--- config.mk ---
export PLATFORM = sky130hd
export DESIGN_NAME = corr_top
export DESIGN_NICKNAME = d
export VERILOG_FILES = /design/src/logic/corr_pkg.sv /design/src/logic/sample_framer.sv /design/src/logic/vis_block.sv /design/src/logic/vis_bus_regs.sv /design/src/logic/corr_top.sv
export SDC_FILE = /design/constraint.sdc
export NUM_CORES = 2
export LEC_CHECK = 0
export BUFFER_PORTS_ARGS = -buffer_cell sky130_fd_sc_hd__buf_2
export CAP_MARGIN = 20
export CORE_MARGIN = 2
export CORE_UTILIZATION = 58
export CTS_CLUSTER_SIZE = 24
export DETAILED_ROUTE_END_ITERATION = 16
export GPL_ROUTABILITY_DRIVEN = 0
export HOLD_SLACK_MARGIN = 0.12
export PLACE_DENSITY = 0.77
export SYNTH_ARGS = -nofsm -noshare
export SYNTH_HDL_FRONTEND = slang
export SYNTH_SLANG_ARGS = --single-unit
--- constraint.sdc ---
create_clock -name clk_i -period 29.7 [get_ports clk_i]
set_input_delay 2.97 -clock clk_i [delete_from_list [all_inputs] [get_ports clk_i]]
set_output_delay 2.97 -clock clk_i [all_outputs]
set_load 0.005 [all_outputs]
--- src/logic/corr_pkg.sv ---
package corr_pkg;

   // ------------------------------
   // Array geometry
   // ------------------------------
   localparam int NANT     = 6;                     // One bit per antenna per sample
   localparam int NBASE    = NANT * (NANT - 1) / 2; // 15 baselines
   localparam int BLK_BASE = 8;                     // Baselines per visibility block

   // Antenna pair of each baseline, slot 15 is the empty one in block 1
   localparam int BASE_A [16] = '{0, 0, 0, 0, 0, 1, 1, 1, 1, 2, 2, 2, 3, 3, 4, 0};
   localparam int BASE_B [16] = '{1, 2, 3, 4, 5, 2, 3, 4, 5, 3, 4, 5, 4, 5, 5, 0};

   // ------------------------------
   // Bus geometry
   // ------------------------------
   localparam int BUS_W = 16;  // Data width
   localparam int ADR_W = 6;   // Word address width

   // Unit field adr[5:4]
   localparam logic [1:0] UNIT_BLK0 = 2'd0;  // Baselines 0..7
   localparam logic [1:0] UNIT_BLK1 = 2'd1;  // Baselines 8..14
   localparam logic [1:0] UNIT_SYS  = 2'd2;  // System registers
   // Code 3 is left unmapped and answers with err

   // Register select adr[0] inside the system unit
   localparam logic REG_BLOCKSIZE = 1'b0;  // Pairs per period minus one
   localparam logic REG_BANKS     = 1'b1;  // Read-only bank counter

   // Power-up integration period of 128 pairs
   localparam logic [BUS_W-1:0] BLOCKSIZE_RST = 16'd127;

endpackage

--- src/logic/sample_framer.sv ---
`timescale 1ns/1ps

module sample_framer (
   input  logic                       clk_i,
   input  logic                       sw_d,         // Async reset
   input  logic                       enable_i,     // Acquisition active
   input  logic [corr_pkg::NANT-1:0]  antenna_i,    // One bit per antenna
   input  logic [corr_pkg::BUS_W-1:0] blocksize_i,  // Period length minus one
   output logic [corr_pkg::NANT-1:0]  re_o,
   output logic [corr_pkg::NANT-1:0]  im_o,
   output logic                       valid_o,      // re_o/im_o hold a pair
   output logic                       swap_o        // Final pair of the period
);

   logic                       phase;  // Low waits for re, high waits for im
   logic [corr_pkg::BUS_W-1:0] pairs;  // Pairs taken so far this period
   logic                       last;   // Current pair closes the period

   // Greater-equal also closes a period cut short by a new blocksize
   assign last = (pairs >= blocksize_i);

   // ------------------------------
   // Phase, pair count and strobes
   // ------------------------------
   always_ff @(posedge clk_i or posedge sw_d) begin
      if (sw_d) begin
         phase   <= 1'b0;
         pairs   <= '0;
         valid_o <= 1'b0;
         swap_o  <= 1'b0;
      end else if (!enable_i) begin
         phase   <= 1'b0;   // Restart pairing at re, count holds
         valid_o <= 1'b0;
         swap_o  <= 1'b0;
      end else begin
         phase   <= ~phase;
         valid_o <= phase;            // Pair complete on the im sample
         swap_o  <= phase & last;     // Rides with the last valid
         if (phase) begin
            pairs <= last ? '0 : pairs + 1'b1;
         end
      end
   end

   // Sample holding registers
   always_ff @(posedge clk_i) begin
      if (enable_i) begin
         if (!phase) begin
            re_o <= antenna_i;  // Held until the pair is used
         end else begin
            im_o <= antenna_i;  // Crude quadrature part
         end
      end
   end

endmodule

--- src/logic/vis_block.sv ---
`timescale 1ns/1ps

module vis_block #(
   parameter int ACCUM = 16,  // Accumulator width, at most BUS_W
   parameter int FIRST = 0    // Global index of slot 0
) (
   input  logic                       clk_i,
   input  logic                       sw_d,       // Async reset
   input  logic [corr_pkg::NANT-1:0]  re_i,
   input  logic [corr_pkg::NANT-1:0]  im_i,
   input  logic                       valid_i,    // Pair present this cycle
   input  logic                       swap_i,     // Last pair of the period
   input  logic [3:0]                 rd_adr_i,   // {slot, re/im}
   output logic [corr_pkg::BUS_W-1:0] rd_dat_o
);

   // Readable bank, one word each for re and im per slot
   logic [ACCUM-1:0] bank_re [corr_pkg::BLK_BASE];
   logic [ACCUM-1:0] bank_im [corr_pkg::BLK_BASE];

   logic [2:0]       slot;    // Baseline within this block
   logic             use_im;  // Imaginary word wanted
   logic [ACCUM-1:0] word;    // Selected bank word

   // ------------------------------
   // One correlator per slot
   // ------------------------------
   for (genvar b = 0; b < corr_pkg::BLK_BASE; b++) begin : g_slot
      localparam int IDX = FIRST + b;  // Global baseline number

      if (IDX < corr_pkg::NBASE) begin : g_used
         localparam int ANT_A = corr_pkg::BASE_A[IDX];
         localparam int ANT_B = corr_pkg::BASE_B[IDX];

         logic             hit_re;   // Real parts agree
         logic             hit_im;   // Real of A agrees with quadrature of B
         logic [ACCUM-1:0] acc_re;
         logic [ACCUM-1:0] acc_im;
         logic [ACCUM-1:0] sum_re;   // Count including this pair
         logic [ACCUM-1:0] sum_im;
         logic [ACCUM-1:0] hold_re;  // Bank copy of the finished period
         logic [ACCUM-1:0] hold_im;

         // One-bit correlation is an XNOR
         assign hit_re = ~(re_i[ANT_A] ^ re_i[ANT_B]);
         assign hit_im = ~(re_i[ANT_A] ^ im_i[ANT_B]);

         assign sum_re = acc_re + ACCUM'(hit_re);
         assign sum_im = acc_im + ACCUM'(hit_im);

         always_ff @(posedge clk_i or posedge sw_d) begin
            if (sw_d) begin
               acc_re  <= '0;
               acc_im  <= '0;
               hold_re <= '0;
               hold_im <= '0;
            end else if (valid_i) begin
               if (swap_i) begin
                  // Bank gets the period total, last pair included
                  hold_re <= sum_re;
                  hold_im <= sum_im;
                  acc_re  <= '0;
                  acc_im  <= '0;
               end else begin
                  acc_re  <= sum_re;
                  acc_im  <= sum_im;
               end
            end
         end

         assign bank_re[b] = hold_re;
         assign bank_im[b] = hold_im;

      end else begin : g_empty
         // No baseline here, reads as zero
         assign bank_re[b] = '0;
         assign bank_im[b] = '0;
      end
   end

   // ------------------------------
   // Readout
   // ------------------------------
   assign slot   = rd_adr_i[3:1];
   assign use_im = rd_adr_i[0];

   assign word = use_im ? bank_im[slot] : bank_re[slot];

   // Zero-extend to the bus width
   always_comb begin
      rd_dat_o              = '0;
      rd_dat_o[ACCUM-1:0]   = word;
   end

endmodule

--- src/logic/vis_bus_regs.sv ---
`timescale 1ns/1ps

module vis_bus_regs (
   input  logic                       clk_i,
   input  logic                       sw_d,         // Async reset
   // Wishbone classic slave
   input  logic                       cyc_i,
   input  logic                       stb_i,
   input  logic                       we_i,
   input  logic [corr_pkg::ADR_W-1:0] adr_i,
   input  logic [corr_pkg::BUS_W-1:0] dat_i,
   output logic                       ack_o,
   output logic                       err_o,
   output logic [corr_pkg::BUS_W-1:0] dat_o,
   // Correlator side
   input  logic                       swap_i,       // Bank swap edge
   input  logic [corr_pkg::BUS_W-1:0] blk0_dat_i,
   input  logic [corr_pkg::BUS_W-1:0] blk1_dat_i,
   output logic [3:0]                 rd_adr_o,     // {baseline, re/im}
   output logic [corr_pkg::BUS_W-1:0] blocksize_o,
   output logic                       switch_o      // New bank readable
);

   logic                       req;      // New cycle, no response pending
   logic [3:0]                 sel;      // One-hot unit select
   logic                       bad;      // Unmapped or read-only target
   logic [corr_pkg::BUS_W-1:0] sys_dat;  // System register read word
   logic [corr_pkg::BUS_W-1:0] dat_w;    // Muxed read word
   logic [corr_pkg::BUS_W-1:0] banks;    // Swap counter, wraps

   assign req      = cyc_i & stb_i & ~ack_o & ~err_o;
   assign rd_adr_o = adr_i[3:0];

   // ------------------------------
   // Unit decode and data mux
   // ------------------------------
   always_comb begin
      case (adr_i[5:4])
         corr_pkg::UNIT_BLK0: sel = 4'b0001;
         corr_pkg::UNIT_BLK1: sel = 4'b0010;
         corr_pkg::UNIT_SYS:  sel = 4'b0100;
         default:             sel = 4'b1000;  // Unmapped
      endcase
   end

   // Visibility blocks are read-only
   assign bad = sel[3] | (we_i & (sel[0] | sel[1]));

   assign sys_dat = (adr_i[0] == corr_pkg::REG_BANKS) ? banks : blocksize_o;

   assign dat_w = ({corr_pkg::BUS_W{sel[0]}} & blk0_dat_i)
                | ({corr_pkg::BUS_W{sel[1]}} & blk1_dat_i)
                | ({corr_pkg::BUS_W{sel[2]}} & sys_dat);

   // ------------------------------
   // Response and registers
   // ------------------------------
   always_ff @(posedge clk_i or posedge sw_d) begin
      if (sw_d) begin
         ack_o       <= 1'b0;
         err_o       <= 1'b0;
         blocksize_o <= corr_pkg::BLOCKSIZE_RST;
         banks       <= '0;
         switch_o    <= 1'b0;
      end else begin
         ack_o    <= req & ~bad;  // One wait state
         err_o    <= req & bad;
         switch_o <= swap_i;      // Pulse after the swap edge
         if (swap_i) begin
            banks <= banks + 1'b1;
         end
         // Writes to REG_BANKS get an ack and no effect
         if (req && we_i && sel[2] && adr_i[0] == corr_pkg::REG_BLOCKSIZE) begin
            blocksize_o <= dat_i;
         end
      end
   end

   // Read data, valid with ack_o
   always_ff @(posedge clk_i) begin
      if (req && !we_i && !bad) begin
         dat_o <= dat_w;
      end
   end

endmodule

--- src/logic/corr_top.sv ---
`timescale 1ns/1ps

module corr_top #(
   parameter int ACCUM = 16  // Visibility counter width, at most BUS_W
) (
   input  logic                       clk_i,
   input  logic                       sw_d,       // Async reset, active high

   // Antenna samples
   input  logic                       enable_i,   // Acquisition active
   input  logic [corr_pkg::NANT-1:0]  antenna_i,  // One bit per antenna

   // Wishbone classic slave
   input  logic                       cyc_i,
   input  logic                       stb_i,
   input  logic                       we_i,
   input  logic [corr_pkg::ADR_W-1:0] adr_i,      // {unit, baseline, re/im}
   input  logic [corr_pkg::BUS_W-1:0] dat_i,
   output logic [corr_pkg::BUS_W-1:0] dat_o,
   output logic                       ack_o,
   output logic                       err_o,

   output logic                       switch_o    // Fresh bank readable
);

   // ------------------------------
   // Internal nets
   // ------------------------------
   logic [corr_pkg::NANT-1:0]  re;         // Paired real parts
   logic [corr_pkg::NANT-1:0]  im;         // Paired quadrature parts
   logic                       valid;      // Pair strobe
   logic                       swap;       // Last pair of the period
   logic [corr_pkg::BUS_W-1:0] blocksize;  // From the system unit
   logic [3:0]                 rd_adr;     // Bank word select
   logic [corr_pkg::BUS_W-1:0] blk0_dat;   // Baselines 0..7
   logic [corr_pkg::BUS_W-1:0] blk1_dat;   // Baselines 8..14

   // Sample pairing and period control
   sample_framer framer_inst (
      .clk_i       (clk_i),
      .sw_d        (sw_d),
      .enable_i    (enable_i),
      .antenna_i   (antenna_i),
      .blocksize_i (blocksize),
      .re_o        (re),
      .im_o        (im),
      .valid_o     (valid),
      .swap_o      (swap)
   );

   // ------------------------------
   // Correlator blocks
   // ------------------------------
   vis_block #(
      .ACCUM (ACCUM),
      .FIRST (0)
   ) blk0_inst (
      .clk_i    (clk_i),
      .sw_d     (sw_d),
      .re_i     (re),
      .im_i     (im),
      .valid_i  (valid),
      .swap_i   (swap),
      .rd_adr_i (rd_adr),
      .rd_dat_o (blk0_dat)
   );

   // Slot 7 here has no baseline
   vis_block #(
      .ACCUM (ACCUM),
      .FIRST (corr_pkg::BLK_BASE)
   ) blk1_inst (
      .clk_i    (clk_i),
      .sw_d     (sw_d),
      .re_i     (re),
      .im_i     (im),
      .valid_i  (valid),
      .swap_i   (swap),
      .rd_adr_i (rd_adr),
      .rd_dat_o (blk1_dat)
   );

   // Bus slave, system registers and switch pulse
   vis_bus_regs bus_inst (
      .clk_i       (clk_i),
      .sw_d        (sw_d),
      .cyc_i       (cyc_i),
      .stb_i       (stb_i),
      .we_i        (we_i),
      .adr_i       (adr_i),
      .dat_i       (dat_i),
      .ack_o       (ack_o),
      .err_o       (err_o),
      .dat_o       (dat_o),
      .swap_i      (swap),
      .blk0_dat_i  (blk0_dat),
      .blk1_dat_i  (blk1_dat),
      .rd_adr_o    (rd_adr),
      .blocksize_o (blocksize),
      .switch_o    (switch_o)
   );

endmodule

=== Yosys cells after proc, flatten, opt, wreduce, memory -nomap -nowiden ===
Index checks and enable logic that the tools add are counted.
Widths: inputs -> output; s select.

* Eq/ne operators: 2
* Multiplexer cells: 50
* Add/subtract/negate cells: 32
* Magnitude comparators: 2
* Reduce and logical (&&, ||, !) cells: 11
* Bitwise gates (word level): 80

{| class="wikitable"
|+ Operator list
! cell !! count
|-
| $mux 16 || 42
|-
| $add 16x1->16 || 30
|-
| $bmux 16 s3 || 4
|-
| $and 16x16->16 || 3
|-
| $not 1->1 || 35
|-
| $add 16x1->16 const B || 2
|-
| $or 16x16->16 || 2
|-
| $xor 1x1->1 || 30
|-
| $ge 16x16->1 || 1
|-
| $pmux 4 s3 || 1
|-
| $and 1x1->1 || 7
|-
| $reduce_and 2->1 || 3
|-
| $logic_and 1x1->1 || 5
|-
| $ge 4x4->1 const B || 1
|-
| $not 3->4 || 1
|-
| $mux 1 || 3
|-
| $eq 2x1->1 const B || 1
|-
| $eq 2x2->1 const B || 1
|-
| $logic_not 1->1 || 2
|-
| $logic_not 2->1 || 1
|-
| $or 1x1->1 || 2
|}

* Register bits: 1,042

=== Depth between registers and ports, before layout ===
* Depth after elaboration: 8
* Gate-level depth with buffers: 10

=== Hierarchy ===
From an unflattened synthesis, not the netlist that was laid out.

* Cell total of the unflattened synthesis: 5,943
* Area, all modules: 56,650.6 µm²

{| class="wikitable"
|+ By module, submodules not included
! module !! area each (µm²) !! cells each !! times used !! sequential area each (µm²)
|-
| vis_block (blk0_inst) || 27,811.7 || 2,958 || 1 || 12,812.3
|-
| vis_block (blk1_inst) || 24,684.9 || 2,648 || 1 || 11,210.8
|-
| vis_bus_regs || 2,457.4 || 180 || 1 || 1,365.1
|-
| sample_framer || 1,696.6 || 157 || 1 || 835.8
|}

=== Worst setup path before layout ===
OpenSTA, ideal clock, no wires.

* Kind: in2reg
* Start point: input port adr_i[1] (netlist name)
* End point: register bus_inst.dat_o[10] (netlist name), data pin
* Stages: 7
* Setup slack: 24.956 ns
* Data arrival time: 4.488 ns
* Required time: 29.444 ns
* Cell sequence: clkbuf_1 buf_6 buf_2 mux4_2 o211ai_1 o2111ai_1 o22a_1

* Cells in the longest elaborated chain, start to end: 8
* Elaborated cells on any way between the ends: 19

{| class="wikitable"
|+ RTL lines
! what !! line !! RTL
|-
| from (decl) || corr_top.sv:17 || <nowiki>input logic [corr_pkg::ADR_W-1:0] adr_i,</nowiki>
|-
| $not 3->4 (not written as such) * || vis_block.sv:87 || <nowiki>assign word = use_im ? bank_im[slot] : bank_re[slot];</nowiki>
|-
| $bmux 16 s3 || vis_block.sv:87 ||
|-
| $mux 16 (not written as such) (2 in series) || vis_block.sv:87 ||
|-
| $mux 16 || vis_block.sv:87 ||
|-
| $and 16x16->16, on equally long branches || vis_bus_regs.sv:51, vis_bus_regs.sv:52 ||
|-
| $or 16x16->16 * || vis_bus_regs.sv:52 || <nowiki>| ({corr_pkg::BUS_W{sel[1]}} & blk1_dat_i)</nowiki>
|-
| $or 16x16->16 * || vis_bus_regs.sv:53 || <nowiki>| ({corr_pkg::BUS_W{sel[2]}} & sys_dat);</nowiki>
|-
| named net bus_inst.dat_w, one bit || vis_bus_regs.sv:28 || <nowiki>logic [corr_pkg::BUS_W-1:0] dat_w;</nowiki>
|-
| to (signal assigned) || vis_bus_regs.sv:82 || <nowiki>dat_o <= dat_w;</nowiki>
|-
| to (decl) || vis_bus_regs.sv:14 || <nowiki>output logic [corr_pkg::BUS_W-1:0] dat_o,</nowiki>
|}

Mark *: on every way through the listed nets, which the timed path passes. The rest lies on a longest branch. The select of a mux whose other input is x is not followed.
A chain may end at the register's enable or synchronous reset.

=== Worst setup path in the final report ===
* Start point: input port adr_i[1] (netlist name)
* End point: register bus_inst.dat_o[9] (netlist name), data pin

Same word-level chain as after synthesis.

==> run summary <==
- **top cells by area, synth** sky130_fd_sc_hd__dfrtp_1, sky130_fd_sc_hd__xnor2_1, sky130_fd_sc_hd__nand2_1, sky130_fd_sc_hd__mux2i_1, sky130_fd_sc_hd__o21ai_0
- **Period Utilization, post-route** 0.1954
- **sequential power share** 0.465
- **maximum level of the CTS H-tree** 3
- **number of synthesized register bits** 1041
- **First DRT Iteration DRCs** 5151
- **Post-Syn Area per Cell** 9.654 um^2
- **worst min-delay path category** register to register
- **final design instance area without fill** 0.05974 mm^2
- **insertion delay to the later sink of the worst-skew pair** 0.72 ns
- **count of nets after finishing** 5654
- **total negative slack** 0 ns
- **timing-limited maximum frequency** 0.1723 GHz
- **max-slew violation total from the final report** 0
- **fin worst setup slack** 23.90 ns
- **net count after synthesis** 5823
- **Setup Skew** 0.02237 ns
- **critical path arrival** 6.27 ns
- **part of the total power dissipated in the clock network** 0.389
- **Synth Instances** 5711
- **Synth top cells by count** sky130_fd_sc_hd__dfrtp_1, sky130_fd_sc_hd__nand2_1, sky130_fd_sc_hd__o21ai_0
- **Worst setup SP type** primary input
- **run status** finished clean
- **Min Clock Period, post-route** 5.804 ns
- **final core occ** 0.6316
- **cell class contributing the biggest share of worst-path delay** buffers and inverters
- **buffers and inverters on the worst path** 3
- **asr flop ratio synth** 0.9741
- **number of sinks driven by the clock tree** 1041
- **delay contributed by the slowest stage of the critical path** 0.76 ns
- **net switching share of the total power** 0.2845
- **Detailed Place HPWL** 96650 um
- **number of flops mapped to enable cells by yosys** 27
- **critical setup path kind** primary input to register
- **global-route congestion overflow total** 0
- **initial antenna violation count** 5
- **Routed Wire Length** 145500 um
- **# port buffers** 52
- **worst slew pin tran** 1.180 ns
- **VDD IR max** 50.18 uV
- **storage element area** 0.02620 mm^2
- **hold_buf cts** 0
- **placed standard-cell area** 0.05588 mm^2
- **clock-pin slew on the worst setup and hold paths** 0.06 ns
- **global-route wire length before repair** 232300 um
- **part of the power in combinational logic** 0.147
- **post-cts sizing count** 0
- **final count of hold timing violations** 0
- **prevailing post-synth register cell** sky130_fd_sc_hd__dfrtp_1
- **Internal Pwr Total** 0.002607 W
- **sequence of cells on the critical path** clkbuf_8 -> buf_4 -> buf_4 -> mux4_2 -> o211ai_1 -> o2111ai_1 -> o22a_1
- **Root Buffer Master** sky130_fd_sc_hd__clkbuf_16
- **Max-cap violations** 0
- **die span in y** 312.3 um
- **buffers inserted during post-CTS setup optimization** 0
- **summed instance area of the synthesized netlist** 0.05513 mm^2
- **number of synthesis warnings** 0
- **number of nets with antenna violations after detailed routing** 0
- **number of fillers in the final layout** 7419
- **unrepaired setup endpoints after global routing** false
- **layout cell share with drive strength beyond 1** 0.08180
- **maximum clock path buffer count** 3
- **reported net switching power** 0.001037 W
- **data required time of the worst path** 30.17 ns
- **length of the first detailed-routing pass in iterations** 6
- **CP max FO** 50
- **Residual DRC** 0
- **Crit. End Element** register
- **vias after detailed routing** 42710
- **area share of the leading cell type in the synthesized netlist** 0.4571
- **effective utilization at floorplan** 0.5829
- **gr usage total** 0.2983
- **area leader, netlist** sky130_fd_sc_hd__dfrtp_1
- **largest net degree at the start of global routing** 283
- **number of buffers created by CTS** 110
- **Max-slew headroom** 0.2135
- **Die Area** 0.09754 mm^2
- **TritonCTS clock tree** built
- **leakage power** 25.65 nW
- **Crit-path slowest cell** sky130_fd_sc_hd__buf_4
- **mean routed wirelength per cell** 21.07 um
- **site row count** 113
- **Core ar.** 0.09459 mm^2
- **synthesis-to-finish area growth** 8.354%
- **overall power** 0.003644 W
- **count of pins on the block boundary** 53
- **final setup violating endpoints** 0
- **sequential element share of the synthesized area** 0.4751
- **most numerous cell on the critical path** sky130_fd_sc_hd__buf_4
- **Die X-Extent** 312.3 um
- **via count of the first global-routing pass** 40820
- **worst slack after detailed placement** 22.74 ns
- **cell area power density** 61.00 mW/mm^2
- **detail-routed via count per cell** 6.187
- **multi-input combinational cell area** 0.02659 mm^2
- **most common cell in the netlist** sky130_fd_sc_hd__dfrtp_1
- **number of distinct library cell variants in the gate-level netlist after synthesis** 71
## worst register-to-register path: stages (launching register included)
cell and delay, ns:
sky130_fd_sc_hd__dfrtp_4 0.65, sky130_fd_sc_hd__nand2_4 0.62, sky130_fd_sc_hd__buf_4 0.81, sky130_fd_sc_hd__buf_4 0.89
sky130_fd_sc_hd__buf_12 0.81, sky130_fd_sc_hd__o21ai_0 0.45
## placed cells by master (no fill, tap or decap), types with 60 or more instances in the layout
| cell | count |
|---|---|
| sky130_fd_sc_hd__o22ai_1 | 196 |
| sky130_fd_sc_hd__xnor2_1 | 390 |
| sky130_fd_sc_hd__dfrtp_1 | 1005 |
| sky130_fd_sc_hd__nand4_1 | 75 |
| sky130_fd_sc_hd__o21ai_0 | 503 |
| sky130_fd_sc_hd__o2bb2ai_1 | 157 |
| sky130_fd_sc_hd__inv_1 | 223 |
| sky130_fd_sc_hd__mux4_2 | 96 |
| sky130_fd_sc_hd__nand2_1 | 850 |
| sky130_fd_sc_hd__clkbuf_16 | 112 |
| sky130_fd_sc_hd__and3_1 | 71 |
| sky130_fd_sc_hd__a21oi_1 | 144 |
| sky130_fd_sc_hd__nor3_1 | 118 |
| sky130_fd_sc_hd__mux2i_1 | 285 |
| sky130_fd_sc_hd__nor2_1 | 412 |
| sky130_fd_sc_hd__ha_1 | 78 |
| sky130_fd_sc_hd__nand3_1 | 155 |
| sky130_fd_sc_hd__xor2_1 | 60 |
## flip-flops by register name, indices dropped and copies added, names as in the netlist, 112 cells and up
signal	flops
blk1_inst.g_slot.g_used.hold_im	112
blk0_inst.g_slot.g_used.hold_re	128
blk1_inst.g_slot.g_used.acc_re	112
blk0_inst.g_slot.g_used.acc_im	128
blk1_inst.g_slot.g_used.hold_re	112
blk0_inst.g_slot.g_used.acc_re	128
blk0_inst.g_slot.g_used.hold_im	128
blk1_inst.g_slot.g_used.acc_im	112
## kinds of logic (layout without fill, tap and decap cells)
kind of cell,after synthesis,after routing,synth area share
muxes,400,400,0.09484
DFF,1041,1041,0.4751
buffers and inverters,605,530,0.04326
adders and majority gates,78,78,0.01770
and+or+nand+nor,1915,1915,0.1585
AOI/OAI and AO/OA,1222,1222,0.1391
xor gates and xnor gates,450,450,0.07149
other,0,2,0
## metal layers
layer / wire [um] / global-route usage / share of wire / up-vias
met1: 61240 / 0.4241 / 0.42 / 21040
li1: - / - / - / 19790
met4: 6138 / 0.1156 / 0.042 / 2
met5: 13 / 0 / 0.000089 / -
met2: 65610 / 0.4547 / 0.45 / 1587
met3: 12450 / 0.05786 / 0.086 / 290
## final cells by class
class | count | share of cell area
Antenna cell | 2 | 0.00008378
Inverter | 226 | 0.01439
Tap cell | 1265 | 0.02649
Multi-Input combinational cell | 4065 | 0.4451
Clock buffer | 165 | 0.05578
Timing Repair Buffer | 98 | 0.01278
Sequential cell | 1041 | 0.4386
Clock inverter | 41 | 0.006828
## through the flow
step                instances  hold WS, ns
global route             6901       0.4927
detailed placement       6691       0.4599
finish                   6903       0.4756
global placement         6691       0.4533
CTS                      6897       0.4740
floorplan                5711       0.4081
## power by group through the flow
stage	logic, W	registers [W]	clock network, W
2_1_floorplan	0.000426	0.00166	0
3_3_place_gp	0.000507	0.00171	0
3_5_place_dp	0.000526	0.00171	0
4_1_cts	0.000532	0.00169	0.00143
5_1_grt	0.000595	0.00171	0.00149
6_report	0.000535	0.00169	0.00142
## final timing paths
check                                                                   start                                                 end  slack, ns  depth (start not counted)
setup / recovery                                                     adr_i[1]                         bus_inst.dat_o[9]$_DFFE_PP_      23.90                          7
setup reg to reg                                 framer_inst.swap_o$_DFF_PP0_  blk0_inst.g_slot[1].g_used.hold_re[11]$_DFFE_PP0P_      25.28                          5
max in group asynchronous                                                sw_d   blk1_inst.g_slot[3].g_used.acc_im[12]$_DFFE_PP0P_      24.05                          7
min in group asynchronous                                                sw_d   blk0_inst.g_slot[1].g_used.acc_re[15]$_DFFE_PP0P_       2.28                          2
hold / removal             blk1_inst.g_slot[2].g_used.hold_im[11]$_DFFE_PP0P_  blk1_inst.g_slot[2].g_used.hold_im[11]$_DFFE_PP0P_       0.48                          2
hold reg to reg            blk1_inst.g_slot[2].g_used.hold_im[11]$_DFFE_PP0P_  blk1_inst.g_slot[2].g_used.hold_im[11]$_DFFE_PP0P_       0.48                          2
Power figures use the tool's default switching activity.
